### src/logic/chart_settings.svh
`ifndef CHART_SETTINGS_SVH
`define CHART_SETTINGS_SVH

//////////////////////////////////////////////////
// Plot geometry.
//////////////////////////////////////////////////

// Plot columns, one per ring slot.
`define CHART_COLS 16

// Plot height in pixels.
`define CHART_ROWS 16

//////////////////////////////////////////////////
// SDRAM word map.
//////////////////////////////////////////////////

// Frame buffer words per column line.
`define CHART_STRIDE 32

// Pixel at column 0, height 0.
`define CHART_PLOT_BASE 64

// Ring slot 0 of the sample history.
`define CHART_RING_BASE 1024

`endif

### src/logic/chart_pkg.sv
`include "chart_settings.svh"

package chart_pkg;

    //////////////////////////////////////////////////
    // Vector types.
    //////////////////////////////////////////////////

    typedef logic [23:0] sdram_addr_t; // Bank + row + column word address.
    typedef logic [15:0] pixel_t;      // RGB565.
    typedef logic [15:0] sample_t;     // Raw pulse count.

    typedef logic [$clog2(`CHART_COLS)-1:0] col_idx_t; // Column or ring slot.
    typedef logic [$clog2(`CHART_ROWS)-1:0] row_idx_t; // Height in plot.
    typedef logic [3:0] shift_t;                       // Right shift of a count.

    // Renderer settings from the register block.
    typedef struct packed {
        logic   enable;
        shift_t scale_shift;
        pixel_t bar_color;
        pixel_t clear_color;
        pixel_t background_color;
    } chart_cfg_t;

    // Draw engine states.
    typedef enum logic [2:0] {
        INIT_RING,
        INIT_PLOT,
        IDLE,
        STORE,
        READ,
        PAINT,
        NEXT_COL
    } draw_state_t;

endpackage

### src/logic/chart_draw_engine.sv
`include "chart_settings.svh"

module chart_draw_engine
    import chart_pkg::*;
(
    input  logic        clk,
    input  logic        rst_n,

    input  chart_cfg_t  cfg,

    // Sample ring.
    input  logic        pending,
    input  sample_t     sample,
    input  sdram_addr_t store_addr,
    input  sdram_addr_t read_addr,
    output logic        take,
    output logic        advance,
    output col_idx_t    col_sel,

    // SDRAM write channel.
    output logic        wr_req,
    output sdram_addr_t wr_addr,
    output pixel_t      wr_data,
    input  logic        wr_done,

    // SDRAM read channel.
    output logic        rd_req,
    output sdram_addr_t rd_addr,
    input  sample_t     rd_data,
    input  logic        rd_done,

    output logic        busy,
    output logic        frame_done
);

    draw_state_t state;

    col_idx_t    col_cnt;    // Column, or ring slot during init.
    row_idx_t    row_cnt;    // Height, counts down.

    sample_t     store_data; // Taken count for this frame.
    row_idx_t    bar_h;      // Clipped bar height of the column.
    pixel_t      bar_q;
    pixel_t      clear_q;

    sdram_addr_t pix_addr;
    sdram_addr_t next_wr_addr;
    pixel_t      next_wr_data;
    sample_t     scaled;
    row_idx_t    clip_h;

    logic        wr_start;
    logic        wr_ack;
    logic        rd_start;
    logic        rd_ack;
    logic        last_row;
    logic        last_col;

    //////////////////////////////////////////////////
    // Handshake and datapath decode.
    //////////////////////////////////////////////////

    assign wr_ack   = wr_req && wr_done;
    assign rd_ack   = rd_req && rd_done;
    assign rd_start = !rd_req && (state == READ);
    assign last_row = (row_cnt == '0); // Height 0 is painted last.
    assign last_col = (col_cnt == col_idx_t'(`CHART_COLS - 1));

    // Init waits for enable; once started it runs to the end.
    always_comb begin
        wr_start = 1'b0;
        if (!wr_req) begin
            case (state)
                INIT_RING: wr_start = cfg.enable || busy;
                INIT_PLOT, STORE, PAINT: wr_start = 1'b1;
                default: wr_start = 1'b0;
            endcase
        end
    end

    assign take    = (state == IDLE) && pending && cfg.enable;
    assign advance = (state == STORE) && wr_ack; // Head moves after the store.
    assign col_sel = col_cnt;

    assign pix_addr = sdram_addr_t'(`CHART_PLOT_BASE)
                    + sdram_addr_t'(col_cnt) * sdram_addr_t'(`CHART_STRIDE)
                    + sdram_addr_t'(row_cnt);

    // Scale, then clip to the plot height.
    always_comb begin
        scaled = rd_data >> cfg.scale_shift;
        if (scaled > sample_t'(`CHART_ROWS - 1)) begin
            clip_h = row_idx_t'(`CHART_ROWS - 1);
        end else begin
            clip_h = row_idx_t'(scaled);
        end
    end

    always_comb begin
        case (state)
            INIT_RING: begin
                next_wr_addr = read_addr; // Head is 0, so slot = col_cnt.
                next_wr_data = '0;
            end
            INIT_PLOT: begin
                next_wr_addr = pix_addr;
                next_wr_data = cfg.background_color;
            end
            STORE: begin
                next_wr_addr = store_addr;
                next_wr_data = store_data;
            end
            default: begin
                next_wr_addr = pix_addr;
                next_wr_data = (row_cnt > bar_h) ? clear_q : bar_q;
            end
        endcase
    end

    // Request payload, held stable until done.
    always_ff @(posedge clk) begin
        if (wr_start) begin
            wr_addr <= next_wr_addr;
            wr_data <= next_wr_data;
        end
        if (rd_start) begin
            rd_addr <= read_addr;
        end
        if (take) begin
            store_data <= sample;
        end
        if (rd_ack) begin
            bar_h   <= clip_h;
            bar_q   <= cfg.bar_color;   // Colors sampled per column.
            clear_q <= cfg.clear_color;
        end
    end

    //////////////////////////////////////////////////
    // FSM.
    //////////////////////////////////////////////////

    always_ff @(posedge clk or negedge rst_n) begin
        if (!rst_n) begin
            state      <= INIT_RING;
            col_cnt    <= '0;
            row_cnt    <= row_idx_t'(`CHART_ROWS - 1);
            wr_req     <= 1'b0;
            rd_req     <= 1'b0;
            busy       <= 1'b0;
            frame_done <= 1'b0;
        end else begin
            frame_done <= 1'b0;

            if (wr_start) begin
                wr_req <= 1'b1;
                busy   <= 1'b1; // First request opens the frame.
            end else if (wr_ack) begin
                wr_req <= 1'b0;
            end

            if (rd_start) begin
                rd_req <= 1'b1;
            end else if (rd_ack) begin
                rd_req <= 1'b0;
            end

            case (state)
                INIT_RING: begin
                    if (wr_ack) begin
                        if (last_col) begin
                            col_cnt <= '0;
                            row_cnt <= row_idx_t'(`CHART_ROWS - 1);
                            state   <= INIT_PLOT;
                        end else begin
                            col_cnt <= col_cnt + 1'b1;
                        end
                    end
                end
                INIT_PLOT: begin
                    if (wr_ack) begin
                        if (!last_row) begin
                            row_cnt <= row_cnt - 1'b1;
                        end else if (last_col) begin
                            frame_done <= 1'b1; // Background done.
                            busy       <= 1'b0;
                            state      <= IDLE;
                        end else begin
                            col_cnt <= col_cnt + 1'b1;
                            row_cnt <= row_idx_t'(`CHART_ROWS - 1);
                        end
                    end
                end
                IDLE: begin
                    if (take) begin
                        state <= STORE;
                    end
                end
                STORE: begin
                    if (wr_ack) begin
                        col_cnt <= '0; // Oldest slot first.
                        state   <= READ;
                    end
                end
                READ: begin
                    if (rd_ack) begin
                        row_cnt <= row_idx_t'(`CHART_ROWS - 1); // Top down.
                        state   <= PAINT;
                    end
                end
                PAINT: begin
                    if (wr_ack) begin
                        if (!last_row) begin
                            row_cnt <= row_cnt - 1'b1;
                        end else if (last_col) begin
                            frame_done <= 1'b1;
                            busy       <= 1'b0;
                            state      <= IDLE;
                        end else begin
                            state <= NEXT_COL;
                        end
                    end
                end
                NEXT_COL: begin
                    col_cnt <= col_cnt + 1'b1;
                    state   <= READ;
                end
                default: begin
                    state <= IDLE;
                end
            endcase
        end
    end

endmodule

### src/logic/chart_regs.sv
module chart_regs
    import chart_pkg::*;
(
    input  logic       clk,
    input  logic       rst_n,

    // Host write port.
    input  logic       cfg_wr,
    input  logic [2:0] cfg_addr,
    input  logic [15:0] cfg_data,

    output chart_cfg_t cfg
);

    // Register map.
    localparam logic [2:0] ADDR_ENABLE = 3'd0;
    localparam logic [2:0] ADDR_SHIFT  = 3'd1;
    localparam logic [2:0] ADDR_BAR    = 3'd2;
    localparam logic [2:0] ADDR_CLEAR  = 3'd3;
    localparam logic [2:0] ADDR_BACK   = 3'd4;

    // Power-on colors.
    localparam pixel_t BAR_INIT   = 16'hF81F; // Pink.
    localparam pixel_t CLEAR_INIT = 16'h8410; // Gray.
    localparam pixel_t BACK_INIT  = 16'h0000; // Black.

    //////////////////////////////////////////////////
    // Write decode.
    //////////////////////////////////////////////////

    always_ff @(posedge clk or negedge rst_n) begin
        if (!rst_n) begin
            cfg.enable           <= 1'b0;
            cfg.scale_shift      <= '0;
            cfg.bar_color        <= BAR_INIT;
            cfg.clear_color      <= CLEAR_INIT;
            cfg.background_color <= BACK_INIT;
        end else if (cfg_wr) begin
            case (cfg_addr)
                ADDR_ENABLE: cfg.enable      <= cfg_data[0];   // Bit 0 only.
                ADDR_SHIFT:  cfg.scale_shift <= cfg_data[3:0]; // Low nibble.
                ADDR_BAR:    cfg.bar_color   <= cfg_data;
                ADDR_CLEAR:  cfg.clear_color <= cfg_data;
                ADDR_BACK:   cfg.background_color <= cfg_data;
                default: begin
                    // Unmapped address, write dropped.
                end
            endcase
        end
    end

endmodule

### src/logic/chart_sample_ring.sv
`include "chart_settings.svh"

module chart_sample_ring
    import chart_pkg::*;
(
    input  logic        clk,
    input  logic        rst_n,

    // New pulse count from the counter.
    input  logic        data_update,
    input  sample_t     pulse_count,

    // Engine side.
    input  logic        take,
    input  logic        advance,
    input  col_idx_t    col_sel,

    output logic        pending,
    output sample_t     sample,
    output sdram_addr_t store_addr,
    output sdram_addr_t read_addr
);

    localparam int SLOT_W = $bits(col_idx_t);

    col_idx_t          head;     // Slot of the next store.
    logic [SLOT_W:0]   slot_sum; // One extra bit for the wrap.
    col_idx_t          read_slot;

    //////////////////////////////////////////////////
    // One-deep sample latch.
    //////////////////////////////////////////////////

    // Later strobe overwrites an unserved count.
    always_ff @(posedge clk) begin
        if (data_update) begin
            sample <= pulse_count;
        end
    end

    always_ff @(posedge clk or negedge rst_n) begin
        if (!rst_n) begin
            pending <= 1'b0;
        end else if (data_update) begin
            pending <= 1'b1; // New count wins over a take.
        end else if (take) begin
            pending <= 1'b0;
        end
    end

    //////////////////////////////////////////////////
    // Head pointer and addresses.
    //////////////////////////////////////////////////

    always_ff @(posedge clk or negedge rst_n) begin
        if (!rst_n) begin
            head <= '0;
        end else if (advance) begin
            if (head == col_idx_t'(`CHART_COLS - 1)) begin
                head <= '0;
            end else begin
                head <= head + 1'b1;
            end
        end
    end

    // Slot (head + col_sel) mod COLS.
    always_comb begin
        slot_sum = {1'b0, head} + {1'b0, col_sel};
        if (slot_sum >= (SLOT_W + 1)'(`CHART_COLS)) begin
            read_slot = col_idx_t'(slot_sum - (SLOT_W + 1)'(`CHART_COLS));
        end else begin
            read_slot = col_idx_t'(slot_sum);
        end
    end

    assign read_addr  = sdram_addr_t'(`CHART_RING_BASE) + sdram_addr_t'(read_slot);
    assign store_addr = sdram_addr_t'(`CHART_RING_BASE) + sdram_addr_t'(head);

endmodule

### src/logic/chart_top.sv
module chart_top
    import chart_pkg::*;
(
    input  logic        clk,
    input  logic        rst_n,

    // Host config port.
    input  logic        cfg_wr,
    input  logic [2:0]  cfg_addr,
    input  logic [15:0] cfg_data,

    // Pulse counter.
    input  logic        data_update,
    input  sample_t     pulse_count,

    // SDRAM write channel.
    output logic        wr_req,
    output sdram_addr_t wr_addr,
    output pixel_t      wr_data,
    input  logic        wr_done,

    // SDRAM read channel.
    output logic        rd_req,
    output sdram_addr_t rd_addr,
    input  sample_t     rd_data,
    input  logic        rd_done,

    output logic        busy,
    output logic        frame_done
);

    chart_cfg_t  cfg;
    logic        pending;
    sample_t     sample;
    sdram_addr_t store_addr;
    sdram_addr_t read_addr;
    logic        take;
    logic        advance;
    col_idx_t    col_sel;

    chart_regs u_regs (
        .clk      (clk),
        .rst_n    (rst_n),
        .cfg_wr   (cfg_wr),
        .cfg_addr (cfg_addr),
        .cfg_data (cfg_data),
        .cfg      (cfg)
    );

    chart_sample_ring u_ring (
        .clk         (clk),
        .rst_n       (rst_n),
        .data_update (data_update),
        .pulse_count (pulse_count),
        .take        (take),
        .advance     (advance),
        .col_sel     (col_sel),
        .pending     (pending),
        .sample      (sample),
        .store_addr  (store_addr),
        .read_addr   (read_addr)
    );

    chart_draw_engine u_engine (
        .clk        (clk),
        .rst_n      (rst_n),
        .cfg        (cfg),
        .pending    (pending),
        .sample     (sample),
        .store_addr (store_addr),
        .read_addr  (read_addr),
        .take       (take),
        .advance    (advance),
        .col_sel    (col_sel),
        .wr_req     (wr_req),
        .wr_addr    (wr_addr),
        .wr_data    (wr_data),
        .wr_done    (wr_done),
        .rd_req     (rd_req),
        .rd_addr    (rd_addr),
        .rd_data    (rd_data),
        .rd_done    (rd_done),
        .busy       (busy),
        .frame_done (frame_done)
    );

endmodule

### config.mk
export PLATFORM = sky130hd
export DESIGN_NAME = chart_top
export DESIGN_NICKNAME = d
export VERILOG_FILES = /design/src/logic/chart_pkg.sv /design/src/logic/chart_draw_engine.sv /design/src/logic/chart_regs.sv /design/src/logic/chart_sample_ring.sv /design/src/logic/chart_top.sv
export VERILOG_INCLUDE_DIRS = /design/src /design/src/logic
export SDC_FILE = /design/constraint.sdc
export NUM_CORES = 1
export LEC_CHECK = 0
export BUFFER_PORTS_ARGS = -buffer_cell sky130_fd_sc_hd__buf_4
export CAP_MARGIN = 10
export CORE_AREA = 2 2 133 135
export CTS_CLUSTER_DIAMETER = 80
export DETAILED_ROUTE_END_ITERATION = 8
export DIE_AREA = 0 0 135 137
export HOLD_SLACK_MARGIN = 0.05
export PLACE_DENSITY_LB_ADDON = 0.15
export SYNTH_ARGS = -nofsm -noshare
export SYNTH_HDL_FRONTEND = slang
export SYNTH_HIERARCHICAL = 1
export SYNTH_SLANG_ARGS = --single-unit
### constraint.sdc
create_clock -name clk -period 10 [get_ports clk]
set_clock_uncertainty 0.1 [all_clocks]
set_input_delay 2 -clock clk [delete_from_list [all_inputs] [get_ports clk]]
set_output_delay 2 -clock clk [all_outputs]
set_load 0.05 [all_outputs]
==> Word level (Yosys, flattened, before mapping) <==
Cells that the tools add are included.
{ "word_totals": {"register_bits": 205, "output_inout_bits": 68, "wordCells": 136, "input_bits": 57} }
{ "op_classes": {"mux": 50, "n_reduce_logical": 26, "n_eq_ne": 25, "n_addsub": 9, "shifts": 1, "n_lt_le_gt_ge": 3} }
{ "op_table": {"columns": ["op", "n"], "rows": [
  ["$mux W4", 16],
  ["$pmux W16 S3", 1],
  ["$pmux W24 S2", 1],
  ["$mux W3", 11],
  ["$pmux W4 S4", 2],
  ["$add A11 B4 Y12 const A", 2],
  ["$add A24 B4 Y24", 1],
  ["$pmux W3 S7", 1],
  ["$ne A2 B1 Y1 const B", 9],
  ["$gt A16 B4 Y1 const B", 1],
  ["$mux W1", 16],
  ["$mux W16", 1],
  ["$shr A16 B4 Y16", 1],
  ["$eq A3 B2 Y1 const B", 4],
  ["$eq A3 B3 Y1 const B", 4],
  ["$add A7 B9 Y10 const A", 1],
  ["$reduce_and A10 Y1", 1],
  ["$reduce_and A2 Y1", 5],
  ["$add A4 B1 Y4 const B", 2],
  ["$eq A4 B4 Y1 const B", 2],
  ["$reduce_and A8 Y1", 1],
  ["$reduce_bool A4 Y1", 2],
  ["$sub A4 B1 Y4 const B", 2],
  ["$eq A3 B1 Y1 const B", 2],
  ["15 further kinds", 25]
]} }

==> Depth between registers and ports, before layout <==
Gate-level depths: netlist of the first run.
{ "logic_depth": {"ltp_word": 9, "mapped_depth": 8, "ltp_nobuf": 7} }

==> Hierarchy <==
Netlist of the first run, hierarchy kept.
{ "modules_own_cells": {"columns": ["module", "cells_per_inst", "instances", "seq_area_each_um2", "area_each_um2"], "rows": [
  ["chart_draw_engine", 437, 1, 3863.7, 5985.7],
  ["chart_regs", 116, 1, 1342.5, 2144.6],
  ["chart_sample_ring", 91, 1, 605.6, 1114.8]
]} }

==> Least setup slack after synthesis of the first run <==
No wires, ideal clock.
{ "synth_path": {"path_kind": "flip-flop to flip-flop", "from": "reg u_engine.state[0]", "to": "reg u_engine.wr_addr[0] (enable)", "stages_incl_launch_ff": 6, "path_buffers": 3, "setup_ns": 0.452, "period_less_slack_ns": 3.552, "path_slack_ns": 6.448, "arrival_ns": 2.999, "t_required_ns": 9.448, "path_cell_list": "dfrtp_1 -> clkbuf_1 -> buf_2 -> buf_2 -> nand2_1 -> a21oi_1"} }
{ "synth_via": {"elab_chain_cells": 4, "elab_cells_between_ends": 7} }
{ "synth_lines": {"columns": ["element", "line", "text"], "rows": [
  ["start: declaration", "chart_draw_engine.sv:36", "draw_state_t state;"],
  ["start signal: assignment", "chart_draw_engine.sv:145", "state <= INIT_RING;"],
  ["start signal: assignment", "chart_draw_engine.sv:174", "state <= INIT_PLOT;"],
  ["start signal: assignment", "chart_draw_engine.sv:187", "state <= IDLE;"],
  ["$eq A3 B1 Y1 (tied with other cells)", "chart_draw_engine.sv:73", "case (state)"],
  ["$reduce_or A3 Y1", "chart_draw_engine.sv:73", null],
  ["$pmux W1 S2 (*)", "chart_draw_engine.sv:73", null],
  ["$mux W1 (*)", "chart_draw_engine.sv:72", "if (!wr_req) begin"],
  ["named net u_engine.wr_start", "chart_draw_engine.sv:52", "logic wr_start;"],
  ["end signal: assignment", "chart_draw_engine.sv:123", "wr_addr <= next_wr_addr;"],
  ["end: declaration", "chart_draw_engine.sv:22", "output sdram_addr_t wr_addr,"]
]} }
The timed path passes the listed nets; every way through them passes the cells marked *.
A chain may end at the register's enable or synchronous reset.

==> Worst setup path after layout of the first run <==
{ "layout_path": {"from": "in cfg_addr[1]", "to": "reg, netlist name u_regs/cfg[2]"} }
{ "layout_via": {"elab_chain_cells": 2} }
{ "layout_lines": {"columns": ["element", "line", "text"], "rows": [
  ["start: declaration", "chart_top.sv:9", "input logic [2:0] cfg_addr,"],
  ["$eq A3 B3 Y1", "chart_regs.sv:39", "case (cfg_addr)"],
  ["$reduce_and A2 Y1 (no source line)", null, null]
]} }
No other way between the ends.

==> results.ini, run 1 <==
[run_status]
outcome = complete, no violations

[final_layout]
stdcell_count = 1012
finalNetCount = 840
antennaDiodeCount = 0
syn_to_final_growth_pct = 17.9
drive_gt1_share_pct = 32.4
finalInstanceArea_um2 = 10900

[sta]
setup-violations-final = 0
fmax_mhz = 301
maxSlewViolCount = 0
worst_pin_slew_ns = 1.15
slew_headroom_pct = 23.4
hold_violations = 0
min_period_ns = 3.32
fin_crit_sh_pct = 33.2
grt_setup_unrepaired = false
fin_ws_ns = 6.68
tns_ns = 0

[synth]
synth_top_area_share_pct = 42.9
synth_edf_count = 132
ys_seq_elements = 205
yosysTopAreaCell = edfxtp_1
ys_top_cells_by_count = edfxtp_1, nor2_1, dfrtp_1
synth_flop_cell = edfxtp_1
netlist_area_um2 = 9250
synth_most_common_cell = edfxtp_1
synth_cells = 644
yosys_warnings = 6
synth.top_cells.by_area = edfxtp_1, dfrtp_1, dfstp_2, mux2_2, buf_4
synth-seq-area-share_pct = 62.9
ys_types = 65
postSynthAreaPerCell_um2 = 14.4
async_flop_share_pct = 35.6

[placement]
hpwl_um = 11300
placedCellCount = 972
port_buffers = 124
dpl_cell_area_um2 = 10200
place_ws_ns = 6.17
gp_congestion = 0.854

[clock_network]
postCtsSetupRepairBufs = 0
ctsHoldBuffers = 0
cts_tree = built
cts-resized-gates = 0
clockBufferDepth = 3
clkTransAtPathRegs_ns = 0.06
cts_sinks = 205
cts_buffers = 22
htree_levels = 1
cts-root-buf = clkbuf_16
clk_latency_ns = 0.49

[critical_path]
ff2ff_path_depth = 6
critical_path.max_fanout = 16
critPathLaunch = cfg_addr[1]
start_kind = input pin
cp-end-kind = flip-flop
cp.arrival_ns = 3.60
r2r-end = u_ring/head[3]$_DFFE_PN0P_
setup.worst_path.class = input pin to flip-flop
r2r_setup_slack_ns = 6.99
r2r_start = u_engine/state[1]$_DFFE_PN0P_
critPathRequiredTime_ns = 10.28

[pwr]
power.share.switching_pct = 35.8
seq_power_share_pct = 40.9
leakage_nw = 4.48
switching_power_w = 0.00115
vdd.ir_drop.worst_v = 0.000181
p_per_area_nw_per_um2 = 294
combPwrFrac_pct = 34.8
clkPwrFrac_pct = 24.3
p_int_w = 0.00206

[global_routing]
grt_usage_pct = 19.5
grt_pass1_wl_um = 28100
grt_pass1_vias = 5385
overflow = 0
grt_max_degree = 74
antenna_found_initial = 0

[drt]
routedWlPerCell_um = 17.4
drt_iter0_markers = 267
viasPerCell = 5.38
drc = 0
first_pass_iters = 5
postRouteAntennaNets = 0
num_vias = 5445
wl_um = 17600

[die]
core_um2 = 17100
design.die.area_um2 = 18500
start_util_pct = 54.2
rows = 48
io_pins = 125
die_h_um = 137
die_x_um = 135

[min_path]
hold_path_class = flip-flop to flip-flop
worstHoldPathCells = 0
min_to = u_engine/store_data[5]$_DFFE_PP_
worstHoldStart = u_ring/sample[5]$_DFFE_PP_

[run]
drv_cap = 0

-- registers in the layout, summed over array words and instances (netlist names) --
register	cells
u_engine/state	3
u_engine/wr_data	16
u_engine/bar_q	16
u_engine/rd_req	1
u_engine/bar_h	4
u_engine/col_sel	4
u_ring/head	4
u_engine/store_data	16
u_ring/sample	16
u_engine/wr_addr	24
u_engine/rd_addr	24
u_engine/clear_q	16
u_engine/row_cnt	4
u_regs/cfg	53
u_ring/pending	1
u_engine/wr_req	1
u_engine/busy	1
u_engine/frame_done	1
-- how the worst max path moves through the flow --
stage,cells past startpoint,endpoint
after detailed placement,3,u_regs/cfg[15]$_DFFE_PN0P_
final,3,u_regs/cfg[2]$_DFFE_PN0P_
after CTS,3,u_regs/cfg[2]$_DFFE_PN0P_
after global routing,3,u_regs/cfg[2]$_DFFE_PN0P_
after global placement,3,u_regs/cfg[3]$_DFFE_PN0P_
after floorplan,5,u_engine/wr_addr[0]$_DFFE_PP_
-- logic make-up after synthesis --
| kind of cell | count (synthesis) | synth area share (%) |
|---|---|---|
| other cells | 2 | 0.0812 |
| fa+ha+maj | 12 | 1.71 |
| flops | 205 | 62.9 |
| mux | 89 | 13.6 |
| compound gates | 107 | 7.78 |
| xor+xnor | 5 | 0.474 |
| buf+inv | 89 | 6.20 |
| simple gates | 135 | 7.29 |
-- placed cells by master (no fill, tap or decap), drive strengths merged, types with 3 or more instances in the layout --
cell	netlist	layout
a21o	5	5
a21oi	41	41
a221o	3	3
a22o	16	16
a22oi	9	9
and3	3	3
and4bb	3	3
buf	60	133
clkbuf	8	35
clkinv	1	4
conb	2	40
dfrtp	56	56
dfstp	17	17
edfxtp	132	132
ha	11	11
inv	20	21
mux2	56	56
mux2i	18	18
mux4	15	15
nand2	32	32
nand3	6	6
nor2	61	61
nor2b	3	3
nor3	7	7
nor3b	4	4
o21a	3	3
o21ai	12	12
o22ai	4	4
xnor2	4	4
-- area by class of cell --
| type | count | area (um2) |
|---|---|---|
| clock buffers | 35 | 651 |
| fillers | 1277 | 6160 |
| repair buffers | 133 | 998 |
| clock inverters | 5 | 53.8 |
| inverters | 21 | 78.8 |
| well taps | 225 | 282 |
| flip-flops and latches | 205 | 5810 |
| multi-input cells | 388 | 3030 |
-- per-stage QoR --
| step | total power [W] | util, % | hold slack (ns) |
|---|---|---|---|
| finish | 0.00321 | 63.9 | 0.316 |
| global route | 0.00337 | 63.9 | 0.328 |
| CTS | 0.00323 | 63.9 | 0.318 |
| detailed placement | 0.00245 | 59.8 | 0.305 |
| global placement | 0.00242 | 59.8 | 0.308 |
| floorplan | 0.00214 | - | 0.300 |
-- per-layer routing --
layer,global-route usage (%),part of all wire [%]
met5,0,0
met4,5.79,2.1
met3,2.56,4.8
met2,33.1,49
met1,26.4,44
-- power by group through the flow --
| stage | combinational, W | sequential, W | clock, W |
|---|---|---|---|
| after floorplan | 0.000506 | 0.00163 | 0 |
| final | 0.00112 | 0.00131 | 0.000780 |
| after global placement | 0.00110 | 0.00132 | 0 |
| after CTS | 0.00112 | 0.00131 | 0.000796 |
| after detailed placement | 0.00112 | 0.00133 | 0 |
| after global routing | 0.00120 | 0.00134 | 0.000831 |
-- worst max-delay path, stage by stage --
cell	delay, ns
buf_4	0.13
and4bb_1	1.03
mux2_2	0.42
Power figures use the tool's default switching activity.
==> inputs of run 2 (changes only) <==
--- a/config.mk
+++ b/config.mk
@@ -8,10 +8,10 @@
 export LEC_CHECK = 0
 export BUFFER_PORTS_ARGS = -buffer_cell sky130_fd_sc_hd__buf_4
 export CAP_MARGIN = 10
-export CORE_AREA = 2 2 133 135
+export CORE_AREA = 2 2 136 138
 export CTS_CLUSTER_DIAMETER = 80
 export DETAILED_ROUTE_END_ITERATION = 8
-export DIE_AREA = 0 0 135 137
+export DIE_AREA = 0 0 138 140
 export HOLD_SLACK_MARGIN = 0.05
 export PLACE_DENSITY_LB_ADDON = 0.15
 export SYNTH_ARGS = -nofsm -noshare
==> constraint.sdc (replaced) <==
create_clock -name clk -period 3.02 [get_ports clk]
set_clock_uncertainty 0.1 [all_clocks]
set_input_delay 0.604 -clock clk [delete_from_list [all_inputs] [get_ports clk]]
set_output_delay 0.604 -clock clk [all_outputs]
set_load 0.05 [all_outputs]
==> run 2 against run 1 <==
Flip-flop and latch count did not move. Cell area rose by 0.78%. Global-route usage fell by 0.80 points. Register-to-register slack got worse by 6.5 ns. Utilization fell by 2.1 points. Non-clock buffer count rose by 6. Die area rose by 4.5%. Largest power group unchanged.
==> results.ini, run 2 (synthesized netlist as in run 1, its figures left out) <==
[run_status]
outcome = complete, no violations

[final_layout]
regArea_um2 = 5810  ; unchanged
syn_to_final_growth_pct = 18.8
finalInstanceArea_um2 = 11000  ; +0.78%
finalNetCount = 846  ; +0.71%
top_register = u_regs/cfg
antennaDiodeCount = 0  ; unchanged
drive_gt1_share_pct = 32.9  ; +0.51 points
stdcell_count = 1022  ; +0.99%
largest_register_ffs = 53  ; unchanged
final_cell_mix = buf_4, edfxtp_1, nor2_1, dfrtp_1, conb_1
fillers = 1393  ; +9.1%
top_regs = u_regs/cfg x53, u_engine/rd_addr x24, u_engine/wr_addr x24
multi_input_area_um2 = 3030  ; +0.21%
final_common_cell = buf_4

[drt]
first_pass_iters = 4  ; -1
wl_um = 18000  ; +2.0%
viasPerCell = 5.36  ; -0.36%
postRouteAntennaNets = 0  ; unchanged
routedWlPerCell_um = 17.6  ; +1.0%
drc = 0  ; unchanged
drt_iter0_markers = 288  ; +7.9%
num_vias = 5479  ; +0.62%

[placement]
gp_congestion = 0.835  ; -2.2%
dpl_cell_area_um2 = 10300  ; +0.67%
place_ws_ns = 0.485  ; -5.68 ns
placedCellCount = 982  ; +1.0%
port_buffers = 124  ; unchanged
hpwl_um = 12000  ; +6.2%

[global_routing]
grt_max_degree = 74  ; unchanged
grt_pass1_wl_um = 29400  ; +4.6%
grt_pass1_vias = 5647  ; +4.9%
overflow = 0  ; unchanged
grt_usage_pct = 18.7  ; -0.80 points
antenna_found_initial = 0  ; unchanged

[clock_network]
cts_tree = built
htree_levels = 1  ; unchanged
cts_sinks = 205  ; unchanged
clkTransAtPathRegs_ns = 0.06  ; about the same
clockBufferDepth = 3  ; unchanged
ctsHoldBuffers = 0  ; unchanged
clk_latency_ns = 0.51  ; +0.02 ns
cts_buffers = 22  ; unchanged
cts-resized-gates = 0  ; unchanged
postCtsSetupRepairBufs = 0  ; unchanged
cts-root-buf = clkbuf_16

[pwr]
seq_power_share_pct = 41.0  ; about the same
p_int_w = 0.00684  ; +230%
switching_power_w = 0.00387  ; +240%
power.share.switching_pct = 36.2  ; +0.32 points
power.total_w = 0.0107  ; +230%
combPwrFrac_pct = 34.5  ; -0.3 points
vdd.ir_drop.worst_v = 0.000641  ; +250%
p_per_area_nw_per_um2 = 975  ; +230%
leakage_nw = 4.52  ; +0.91%
clkPwrFrac_pct = 24.5  ; +0.2 points

[die]
die_h_um = 140  ; +2.2%
design.die.area_um2 = 19300  ; +4.5%
core_um2 = 17800  ; +4.2%
rows = 49  ; +2.1%
start_util_pct = 52.0  ; -2.2 points
io_pins = 125  ; unchanged
die_x_um = 138  ; +2.2%

[sta]
fmax_mhz = 394
hold_violations = 0  ; unchanged
fin_ws_ns = 0.482  ; -6.19 ns
maxSlewViolCount = 0  ; unchanged
fin_crit_sh_pct = 84.0
min_period_ns = 2.54
worst_pin_slew_ns = 0.944  ; -0.204 ns
grt_setup_unrepaired = false
setup-violations-final = 0  ; unchanged
tns_ns = 0  ; unchanged
slew_headroom_pct = 37.0  ; +14 points

[run]
drv_cap = 0  ; unchanged

[critical_path]
r2r_start = u_regs/cfg[48]$_DFFE_PN0P_
setup.worst_path.class = flip-flop to flip-flop
ff2ff_path_depth = 5  ; -1
slowest_delay_ns = 0.81  ; -0.22 ns
start_kind = flip-flop
crit_chain = mux4_1 -> nor4_1 -> nor2_1 -> o22ai_2 -> o21ai_1
critPathRequiredTime_ns = 3.16  ; -7.12 ns
r2r_setup_slack_ns = 0.48  ; -6.51 ns
cp.arrival_ns = 2.68  ; -0.92 ns
critical_path.max_fanout = 18  ; +2
cp-end-kind = flip-flop
r2r-end = u_engine/bar_h[2]$_SDFFCE_PN1P_
cp_slowest_cell = dfrtp_1

[min_path]
hold_path_class = input pin to async pin

-- run 2: changes by cell type in the layout (fill, tap and decap cells not counted), moves of 2 or more --
cell      delta
clkinv_1     +5
buf_4        +5
clkbuf_1     -5
clkbuf_8     -2
-- run 2: critical path, delay by kind of cell, from the launching register on --
| family | cells | cell delay, ns |
|---|---|---|
| flops | 1 | 0.81 |
| mux | 1 | 0.68 |
| simple gates | 2 | 0.45 |
| compound gates | 2 | 0.24 |
-- run 2: how the worst max path moves through the flow --
| stage | start | endpoint |
|---|---|---|
| 3_5_place_dp | u_regs/cfg[48]$_DFFE_PN0P_ | u_engine/bar_h[2]$_SDFFCE_PN1P_ |
| 3_3_place_gp | u_regs/cfg[48]$_DFFE_PN0P_ | u_engine/bar_h[3]$_SDFFCE_PN1P_ |
| 2_1_floorplan | u_engine/state[0]$_DFFE_PN0P_ | u_engine/wr_addr[0]$_DFFE_PP_ |
| 5_1_grt | u_regs/cfg[48]$_DFFE_PN0P_ | u_engine/bar_h[3]$_SDFFCE_PN1P_ |
| 6_report | u_regs/cfg[48]$_DFFE_PN0P_ | u_engine/bar_h[2]$_SDFFCE_PN1P_ |
| 4_1_cts | u_regs/cfg[48]$_DFFE_PN0P_ | u_engine/bar_h[2]$_SDFFCE_PN1P_ |
-- run 2: layer usage --
metal	vias up	global-route usage, %	routed length (um)
met3	34	3.35	1030
met2	178	32.4	8900
met4	0	4.89	348
met1	2675	24.5	7670
met5	-	0	0
li1	2592	-	-
-- run 2: layout make-up --
class                           instances  area share (%)
Tap cell                              229            2.61
Inverter                               21           0.718
Multi-Input combinational cell        388            27.6
Clock inverter                         11           0.831
Timing Repair Buffer                  139            9.61
Sequential cell                       205            52.9
Clock buffer                           29            5.73
-- run 2: power by group through the flow --
stage	logic (W)	registers (W)	clock network (W)
global placement	0.00363	0.00441	0
CTS	0.00372	0.00441	0.00269
detailed placement	0.00370	0.00446	0
global route	0.00395	0.00449	0.00281
finish	0.00369	0.00440	0.00262
floorplan	0.00168	0.00539	0
-- run 2: metrics by stage --
| step | hold slack, ns | util [%] |
|---|---|---|
| after CTS | 0.149 | 61.8 |
| after detailed placement | 0.305 | 57.7 |
| after floorplan | 0.208 | - |
| after global placement | 0.301 | 57.7 |
| after global routing | 0.148 | 61.8 |
| final | 0.138 | 61.8 |
